$ cat src/logic/rd_mem_pkg.sv
//----------------------------------------
// Memory read port types. All addresses are
// byte addresses of whole memory lines
//----------------------------------------
`default_nettype none

package rd_mem_pkg;

    // Byte address of one memory line on the read request port
    // The engine steps it by the line size in bytes, so the low bits
    // stay as the host gave them in base_addr
    typedef logic [31:0] t_addr;

endpackage

`default_nettype wire

$ cat src/logic/rd_eng_pkg.sv
//----------------------------------------
// Engine control types. Line counts are
// 16 bits, so a run holds up to 65535 lines
//----------------------------------------
`default_nettype none

package rd_eng_pkg;

    // Line count of a run, also the sequence number of a line
    // The sequence number rides along as scoreboard meta-data
    typedef logic [15:0] t_count;

    // Control FSM states
    // ST_DONE lasts exactly one cycle and marks the end of a run
    typedef enum logic [1:0] {
        ST_IDLE,
        ST_RUN,
        ST_DONE
    } t_seq_state;

endpackage

`default_nettype wire

$ cat src/logic/rd_engine_if.sv
//----------------------------------------
// Scoreboard allocate and dequeue buses.
// N_ENTRIES must be a power of two
//----------------------------------------
`default_nettype none

// Slot allocation, driven by the control when it issues a read
interface sb_alloc_if #(
    parameter int N_ENTRIES   = 16,
    parameter int N_META_BITS = 16
);
    logic                         enq_en;
    logic [N_META_BITS-1:0]       enq_meta;
    logic                         not_full;
    logic [$clog2(N_ENTRIES)-1:0] enq_idx;

    modport ctrl (output enq_en, output enq_meta, input not_full, input enq_idx);
    modport sb (input enq_en, input enq_meta, output not_full, output enq_idx);
endinterface

// In-order release of the oldest line
// first and first_meta are only meaningful while not_empty is high
interface sb_deq_if #(
    parameter int N_DATA_BITS = 64,
    parameter int N_META_BITS = 16
);
    logic                   deq_en;
    logic                   not_empty;
    logic [N_DATA_BITS-1:0] first;
    logic [N_META_BITS-1:0] first_meta;

    modport sb (input deq_en, output not_empty, output first, output first_meta);
    modport ctrl (output deq_en, input not_empty);
    modport acc (input deq_en, input first);
endinterface

`default_nettype wire

$ cat src/logic/reorder_scoreboard.sv
//----------------------------------------
// Reorder buffer. No ready on the response
// write, holds N_ENTRIES-1 lines at most
//----------------------------------------
`default_nettype none

module reorder_scoreboard #(
    parameter int N_ENTRIES   = 16,
    parameter int N_DATA_BITS = 64,
    parameter int N_META_BITS = 16
) (
    input  logic                         clk,
    input  logic                         resetb,
    sb_alloc_if.sb                       alloc,
    sb_deq_if.sb                         deq,
    input  logic                         rsp_valid,
    input  logic [$clog2(N_ENTRIES)-1:0] rsp_tag,
    input  logic [N_DATA_BITS-1:0]       rsp_data
);
    localparam int N_IDX_BITS  = $clog2(N_ENTRIES);
    localparam int N_HALF_BITS = N_DATA_BITS / 2;

    typedef logic [N_IDX_BITS-1:0]  t_idx;
    typedef logic [N_HALF_BITS-1:0] t_half;
    typedef logic [N_META_BITS-1:0] t_meta;

    // Empty when oldest equals newest, full when newest is one behind oldest
    t_idx newest;
    t_idx oldest;
    t_idx oldest_next;

    // One bit per slot, set when its response has been written
    logic [N_ENTRIES-1:0] data_valid;
    logic [N_ENTRIES-1:0] data_valid_next;

    // Line storage is half the line width and twice as deep
    // Each slot owns two words, low half at {idx, 0} and high half at {idx, 1}
    t_half data_mem [2*N_ENTRIES];
    t_meta meta_mem [N_ENTRIES];
    t_half wr_half [2];
    t_half first_half [2];

    // Both memory ports share one address, the write slot wins over the read
    t_idx ram_idx;

    assign alloc.not_full = (newest + t_idx'(1)) != oldest;
    assign alloc.enq_idx  = newest;

    // The oldest pointer moves past a line in the cycle it is dequeued
    assign oldest_next = oldest + t_idx'(deq.deq_en);

    assign wr_half[0] = rsp_data[N_HALF_BITS-1:0];
    assign wr_half[1] = rsp_data[N_DATA_BITS-1:N_HALF_BITS];
    assign deq.first  = {first_half[1], first_half[0]};

    assign ram_idx = rsp_valid ? rsp_tag : oldest_next;

    always_ff @(posedge clk)
    begin
        if (!resetb)
        begin
            newest <= '0;
            oldest <= '0;
        end
        else
        begin
            if (alloc.enq_en)
            begin
                newest <= newest + t_idx'(1);
            end
            oldest <= oldest_next;
        end
    end

    // Dual-port line memory, one port per half word
    // A write occupies both ports, so the read of the oldest line waits
    // The write data goes through to the read register like a write-first RAM
    always_ff @(posedge clk)
    begin
        for (int p = 0; p < 2; p++)
        begin
            if (rsp_valid)
            begin
                data_mem[{ram_idx, 1'(p)}] <= wr_half[p];
                first_half[p] <= wr_half[p];
            end
            else
            begin
                first_half[p] <= data_mem[{ram_idx, 1'(p)}];
            end
        end
    end

    // Meta-data is known at allocation time and is written with the slot
    // It is read from the slot that will be oldest in the next cycle
    always_ff @(posedge clk)
    begin
        deq.first_meta <= meta_mem[oldest_next];
        if (alloc.enq_en)
        begin
            meta_mem[newest] <= alloc.enq_meta;
        end
    end

    always_comb
    begin
        data_valid_next = data_valid;
        // A dequeued slot is free again
        if (deq.deq_en)
        begin
            data_valid_next[oldest] = 1'b0;
        end
        // A response marks its slot as present
        if (rsp_valid)
        begin
            data_valid_next[rsp_tag] = 1'b1;
        end
    end

    always_ff @(posedge clk)
    begin
        if (!resetb)
        begin
            data_valid <= '0;
        end
        else
        begin
            data_valid <= data_valid_next;
        end
    end

    // not_empty comes from the registered present bits, so it rises in the
    // first cycle the read register holds the line
    // Without this, a response would show up one cycle before its data
    // A write in this cycle takes the read port, so the oldest line waits
    always_ff @(posedge clk)
    begin
        if (!resetb)
        begin
            deq.not_empty <= 1'b0;
        end
        else
        begin
            deq.not_empty <= data_valid[oldest_next] && !rsp_valid;
        end
    end

endmodule

`default_nettype wire

$ cat src/logic/rd_seq_ctrl.sv
//----------------------------------------
// Read engine control. start is ignored
// outside idle, a run always ends in done
//----------------------------------------
`default_nettype none

module rd_seq_ctrl
    import rd_mem_pkg::*;
    import rd_eng_pkg::*;
#(
    parameter int N_DATA_BITS = 64
) (
    input  logic     clk,
    input  logic     resetb,
    input  logic     start,
    input  t_addr    base_addr,
    input  t_count   num_lines,
    output logic     busy,
    output logic     done,
    output logic     rd_req,
    output t_addr    rd_addr,
    sb_alloc_if.ctrl alloc,
    sb_deq_if.ctrl   deq
);
    // Address step between two consecutive lines
    localparam t_addr LINE_BYTES = t_addr'(N_DATA_BITS / 8);

    t_seq_state state;

    // Line count and next request address, loaded at start
    t_count lines_q;
    t_addr  addr_q;

    // Requests issued and lines retired in this run
    t_count issued;
    t_count retired;
    t_count retired_next;
    logic   issue;

    // A request needs a free slot and a line still to fetch
    assign issue = (state == ST_RUN) && alloc.not_full && (issued != lines_q);

    assign retired_next = retired + t_count'(deq.deq_en);

    // Request and slot allocation happen in the same cycle
    // The issue count becomes the line's sequence number
    assign rd_req         = issue;
    assign rd_addr        = addr_q;
    assign alloc.enq_en   = issue;
    assign alloc.enq_meta = issued;

    // There is no back-pressure on the output, so every ready line leaves
    assign deq.deq_en = deq.not_empty;

    assign busy = (state == ST_RUN);
    assign done = (state == ST_DONE);

    always_ff @(posedge clk)
    begin
        if (!resetb)
        begin
            state   <= ST_IDLE;
            issued  <= '0;
            retired <= '0;
        end
        else
        begin
            case (state)
                ST_IDLE:
                begin
                    if (start)
                    begin
                        state   <= ST_RUN;
                        issued  <= '0;
                        retired <= '0;
                    end
                end
                ST_RUN:
                begin
                    if (issue)
                    begin
                        issued <= issued + t_count'(1);
                    end
                    retired <= retired_next;
                    // The last line leaves in this cycle, or the run was empty
                    if (retired_next == lines_q)
                    begin
                        state <= ST_DONE;
                    end
                end
                ST_DONE:
                begin
                    state <= ST_IDLE;
                end
                default:
                begin
                    state <= ST_IDLE;
                end
            endcase
        end
    end

    always_ff @(posedge clk)
    begin
        if ((state == ST_IDLE) && start)
        begin
            lines_q <= num_lines;
            addr_q  <= base_addr;
        end
        else if (issue)
        begin
            addr_q <= addr_q + LINE_BYTES;
        end
    end

endmodule

`default_nettype wire

$ cat src/logic/rsp_accum.sv
//----------------------------------------
// Order-sensitive checksum of the lines
// released by the scoreboard
//----------------------------------------
`default_nettype none

module rsp_accum #(
    parameter int N_DATA_BITS = 64
) (
    input  logic                   clk,
    input  logic                   resetb,
    input  logic                   clear,
    sb_deq_if.acc                  deq,
    output logic [N_DATA_BITS-1:0] sum
);
    logic [N_DATA_BITS-1:0] sum_rot;

    // Rotating before the XOR makes the result depend on line order
    assign sum_rot = {sum[N_DATA_BITS-2:0], sum[N_DATA_BITS-1]};

    always_ff @(posedge clk)
    begin
        if (!resetb)
        begin
            sum <= '0;
        end
        else if (clear)
        begin
            // A new run starts from zero
            sum <= '0;
        end
        else if (deq.deq_en)
        begin
            sum <= sum_rot ^ deq.first;
        end
    end

endmodule

`default_nettype wire

$ cat src/logic/rd_engine_top.sv
//----------------------------------------
// Ordered read engine. N_ENTRIES is a power
// of two, N_DATA_BITS a multiple of 8
//----------------------------------------
`default_nettype none

module rd_engine_top
    import rd_mem_pkg::*;
    import rd_eng_pkg::*;
#(
    parameter int N_ENTRIES   = 16,
    parameter int N_DATA_BITS = 64
) (
    input  logic                         clk,
    input  logic                         resetb,
    input  logic                         start,
    input  t_addr                        base_addr,
    input  t_count                       num_lines,
    output logic                         busy,
    output logic                         done,
    output logic                         rd_req,
    output t_addr                        rd_addr,
    output logic [$clog2(N_ENTRIES)-1:0] rd_tag,
    input  logic                         rsp_valid,
    input  logic [$clog2(N_ENTRIES)-1:0] rsp_tag,
    input  logic [N_DATA_BITS-1:0]       rsp_data,
    output logic                         out_valid,
    output logic [N_DATA_BITS-1:0]       out_data,
    output t_count                       out_seq,
    output logic [N_DATA_BITS-1:0]       sum
);
    // Sequence numbers are the scoreboard's meta-data
    sb_alloc_if #(.N_ENTRIES(N_ENTRIES), .N_META_BITS($bits(t_count))) alloc_if ();
    sb_deq_if #(.N_DATA_BITS(N_DATA_BITS), .N_META_BITS($bits(t_count))) deq_if ();

    // The control accepts start only when idle, which is neither busy nor done
    logic start_accept;
    assign start_accept = start && !busy && !done;

    // The request tag is the slot taken in the same cycle
    assign rd_tag    = alloc_if.enq_idx;
    assign out_valid = deq_if.not_empty;
    assign out_data  = deq_if.first;
    assign out_seq   = deq_if.first_meta;

    reorder_scoreboard #(
        .N_ENTRIES   (N_ENTRIES),
        .N_DATA_BITS (N_DATA_BITS),
        .N_META_BITS ($bits(t_count))
    ) u_sb (
        .clk       (clk),
        .resetb    (resetb),
        .alloc     (alloc_if.sb),
        .deq       (deq_if.sb),
        .rsp_valid (rsp_valid),
        .rsp_tag   (rsp_tag),
        .rsp_data  (rsp_data)
    );

    rd_seq_ctrl #(
        .N_DATA_BITS (N_DATA_BITS)
    ) u_ctrl (
        .clk       (clk),
        .resetb    (resetb),
        .start     (start),
        .base_addr (base_addr),
        .num_lines (num_lines),
        .busy      (busy),
        .done      (done),
        .rd_req    (rd_req),
        .rd_addr   (rd_addr),
        .alloc     (alloc_if.ctrl),
        .deq       (deq_if.ctrl)
    );

    rsp_accum #(
        .N_DATA_BITS (N_DATA_BITS)
    ) u_accum (
        .clk    (clk),
        .resetb (resetb),
        .clear  (start_accept),
        .deq    (deq_if.acc),
        .sum    (sum)
    );

endmodule

`default_nettype wire

$ cat config.mk
export PLATFORM = sky130hd
export DESIGN_NAME = rd_engine_top
export DESIGN_NICKNAME = d
export VERILOG_FILES = /design/src/logic/rd_mem_pkg.sv /design/src/logic/rd_eng_pkg.sv /design/src/logic/rd_engine_if.sv /design/src/logic/reorder_scoreboard.sv /design/src/logic/rd_seq_ctrl.sv /design/src/logic/rsp_accum.sv /design/src/logic/rd_engine_top.sv
export SDC_FILE = /design/constraint.sdc
export NUM_CORES = 2
export LEC_CHECK = 0
export BUFFER_PORTS_ARGS = -buffer_cell sky130_fd_sc_hd__buf_4
export CORE_ASPECT_RATIO = 0.75
export CORE_MARGIN = 1
export CORE_UTILIZATION = 47
export CTS_CLUSTER_SIZE = 14
export DETAILED_ROUTE_END_ITERATION = 8
export GPL_TIMING_DRIVEN = 0
export PLACE_DENSITY = 0.67
export SLEW_MARGIN = 5
export SYNTH_ARGS = -nofsm -noshare
export SYNTH_HDL_FRONTEND = slang
export SYNTH_SLANG_ARGS = --single-unit
export TNS_END_PERCENT = 50
$ cat constraint.sdc
create_clock -name clk -period 5.69 [get_ports clk]
set_clock_uncertainty 0.1 [all_clocks]
set_input_delay 1.138 -clock clk [delete_from_list [all_inputs] [get_ports clk]]
set_output_delay 1.138 -clock clk [all_outputs]
set_load 0.02 [all_outputs]
==> results.rst <==
.. list-table::
   :header-rows: 1

   * - Metric
     - Value
   * - Number of remaining DRC errors
     - 0
   * - Top FF cell, synth
     - edfxtp_1
   * - Dominant delay contributor by cell family on the critical path
     - buffers and inverters
   * - Path category of the worst min-delay check
     - reg -> reg
   * - First-pass GRT wire length
     - 210000 microns
   * - Post-Synthesis Cells
     - ~3300
   * - Run status
     - finished clean
   * - Buffer count from post-CTS setup fixing
     - 0
   * - TritonCTS buffer count
     - 150
   * - Insertion delay of the later-clocked pin in the worst-skew pair
     - around 0.77 ns
   * - Detailed placement HPWL
     - 91600 microns
   * - Commonest non-fill, non-tap cell in the layout
     - edfxtp_1
   * - Crit path time final
     - 4.52 ns
   * - Area enclosed by the die boundary
     - 127000 sq um
   * - Final count of pins violating max slew
     - 0
   * - Leak Pwr
     - 0.0229 uW
   * - Worst-path clk slew
     - 0.06 ns
   * - Max stage delay cell, worst path
     - dfxtp_1
   * - Total power of the final layout
     - ~24000 uW
   * - Antenna Nets Post-Route
     - 0
   * - Post_cts resized
     - 0
   * - Critical path buffer and inverter count
     - 4
   * - Die Width
     - 411 microns
   * - DR vias/cell
     - around 5.8
   * - Maximum count of clock buffers along a single path
     - 3
   * - Number of ports placed on the die boundary
     - 304
   * - Sequential element share of the synthesized area
     - 74.4%
   * - Clock share of power
     - 41.3%
   * - Floorplan Core Area
     - 124000 sq um
   * - Number of cell rows
     - between 100 and 150
   * - First-iteration detailed-routing DRC count
     - 3527
   * - Post-Route Hold Slack
     - around 0.38 ns
   * - Share of total power in combinational logic
     - 6.1%
   * - Number of hold violations in the final report
     - 0
   * - Worst-path cell chain
     - clkbuf_1 > xnor2_1 > nand4_1 > nor4_1 > nor3_1 > buf_2 > buf_2 > buf_4
   * - Proportion of layout cells with a drive suffix above 1
     - approximately a quarter
   * - Final std cells w/o fill
     - between 5000 and 6000
   * - Most frequent cells in the layout
     - edfxtp_1, mux4_2, buf_4, nor2_1, nand2_1
   * - Post-synthesis cell type count
     - 58
   * - Count of final setup violators
     - 0
   * - Part of the total power dissipated in sequential elements
     - between 50% and 60%
   * - Int Power
     - 18700 uW
   * - Placer congestion estimate
     - 0.844
   * - Overall global routing resource usage
     - 22.7%
   * - Yosys warns
     - 0
   * - PwrDens
     - 348 nW/um^2
   * - Worst path arrival time
     - 3.28 ns
   * - Largest net degree at the start of global routing
     - 47
   * - Sw power
     - 5250 uW
   * - Critical Path Sink Type
     - output port
   * - Crit path top cell by count
     - buf_2
   * - Overflow left after global routing
     - 0
   * - Clock Sinks
     - 1531
   * - Initial core utilization
     - 47.4%
   * - Endpoint required time on the critical path
     - 4.45 ns
   * - CTS hold repair buffers
     - 0
   * - Die Height
     - 309 microns
   * - Synthesized net count
     - 3388
   * - Clock tree from TritonCTS
     - built
   * - Element type at the critical path start
     - flip-flop
   * - Slowest Stage Delay on Critical Path
     - 0.72 ns
   * - First-pass detailed-route iteration total
     - 5
   * - Relative slew slack
     - 10.5%
   * - Worst vdd ir
     - 319 uV
   * - Mapped Avg Cell Area
     - 18.1 sq um
   * - NumNets Final
     - a little under 4000
   * - Critical path peak fanout
     - 17
   * - Area growth from synthesis to layout
     - 16.7%
   * - Via total after detailed routing
     - 31900
   * - Part of the cycle the worst path needs
     - between 70% and 80%
   * - Initial antenna violation count
     - 12
   * - Via count of the first global-routing pass
     - 31400
   * - Count of flip-flops with a built-in enable after synthesis
     - roughly 1300
   * - Cell area after synthesis
     - 59000 sq um
   * - Net switching fraction of the power
     - between 20% and 30%
   * - Maximum level of the CTS H-tree
     - 4
   * - Seq cells post-synth
     - 1531
   * - Detailed Route WL
     - about 140000 microns
   * - Mean routed wirelength per cell
     - 26.1 microns
   * - Highest clock frequency the design can meet
     - 221 MHz
   * - Ys async rst share
     - 0%
   * - RSZ-0062 raised after global routing
     - false
   * - Cell count after placement
     - 5237
   * - Worst Max-Slew Pin Slew
     - 1.34 ns
   * - Worst Setup Path Type
     - reg -> out
   * - Max-Cap Viols
     - 0
   * - Number of buffers inserted by port buffering
     - roughly 300
   * - CTS root buf
     - clkbuf_16
state kept, by name, indices dropped and copies added (netlist names):
register               count
u_sb.data_mem           1024
u_sb.meta_mem            256
u_accum.sum               64
u_sb.first_half           64
u_ctrl.rd_addr            32
u_ctrl.alloc.enq_meta     16
u_ctrl.lines_q            16
u_ctrl.retired            16
u_sb.data_valid           16
u_sb.deq.first_meta       16
u_sb.alloc.enq_idx         4
u_sb.oldest                4
u_ctrl.state               2
u_sb.deq.not_empty         1
through the flow:
stage | cell area [sq um] | utilization, % | setup TNS [ns] | worst slack (ns)
after CTS | 68900 | 55.4 | 0 | 1.13
after global routing | 68900 | 55.4 | 0 | 0.908
final | 68900 | 55.4 | 0 | 1.17
after detailed placement | 64000 | 51.4 | 0 | 0.648
after global placement | 63400 | 50.9 | -180.47 | -1.93
after floorplan | 59000 | - | 0 | 1.02
cells by family after synthesis:
family	count (synthesis)	synth area share [%]
simple gates	619	4.67
compound gates	394	3.92
xor+xnor	139	2.06
flops	1531	74.4
fa+ha+maj	10	0.212
mux	348	13.1
buf+inv	217	1.58
power groups by stage:
stage / logic (uW) / registers, uW / clock network, uW
6_report: 1470 / 12600 / 9910
5_1_grt: 1570 / 12600 / 10500
4_1_cts: 1480 / 12600 / 10100
3_5_place_dp: 1480 / 12900 / 0
3_3_place_gp: 1440 / 12900 / 0
2_1_floorplan: 719 / 12900 / 0
worst register-to-register path: cells and delay by family (launching register included):
family / cells / cell delay [ns]
buffers and inverters: 3 / 1.30
AOI/OAI and AO/OA: 3 / 1.01
muxes: 2 / 0.70
DFF: 1 / 0.58
adders and majority gates: 2 / 0.49
and+or+nand+nor: 1 / 0.04
layout make-up:
type	count	area (sq um)
tap	1653	2070
clock inverter	72	698
buffer	185	813
timing repair buffer	326	2790
sequential	1531	43900
clock buffer	203	4250
multi-input combinational	1510	14200
inverter	32	158
fill	9625	55500
antenna	2	5.00
final timing paths:
kind	cells past startpoint	slack (ns)	to	startpoint
setup reg to reg	11	1.29	u_sb.first_half[0][30]$_DFF_P_	u_sb.deq.not_empty$_SDFF_PN0_
setup / recovery	8	1.17	rd_req	u_ctrl.alloc.enq_meta[7]$_SDFFE_PN0P_
hold / removal	2	0.38	u_sb.data_valid[10]$_SDFF_PN0_	u_sb.data_valid[10]$_SDFF_PN0_
hold reg to reg	2	0.38	u_sb.data_valid[10]$_SDFF_PN0_	u_sb.data_valid[10]$_SDFF_PN0_
synth_stat cells, types with 16 or more instances:
master    count  share of area, %
edfxtp_1   1328                68
mux4_2      341                13
nor2_1      238               1.5
nand2_1     219               1.4
dfxtp_1     203               6.9
o21ai_0     182               1.5
xnor2_1     118               1.8
clkbuf_1    105              0.67
a31oi_1      68              0.72
a211oi_1     67              0.85
buf_2        42              0.36
a21oi_1      34              0.29
inv_1        31              0.20
nand3_1      29              0.25
and3_1       25              0.26
nor3_1       23              0.19
buf_1        21              0.13
xor2_1       21              0.31
buf_4        17              0.22
nand4_1      16              0.17
routing by layer:
layer / global-route usage, % / wire length (microns)
met3: 5.30 / 12000
met4: 7.50 / 4060
met5: 0 / 63
met1: 33.3 / 62300
met2: 33.6 / 65700
Note: power is estimated with default switching activity, not from simulation.
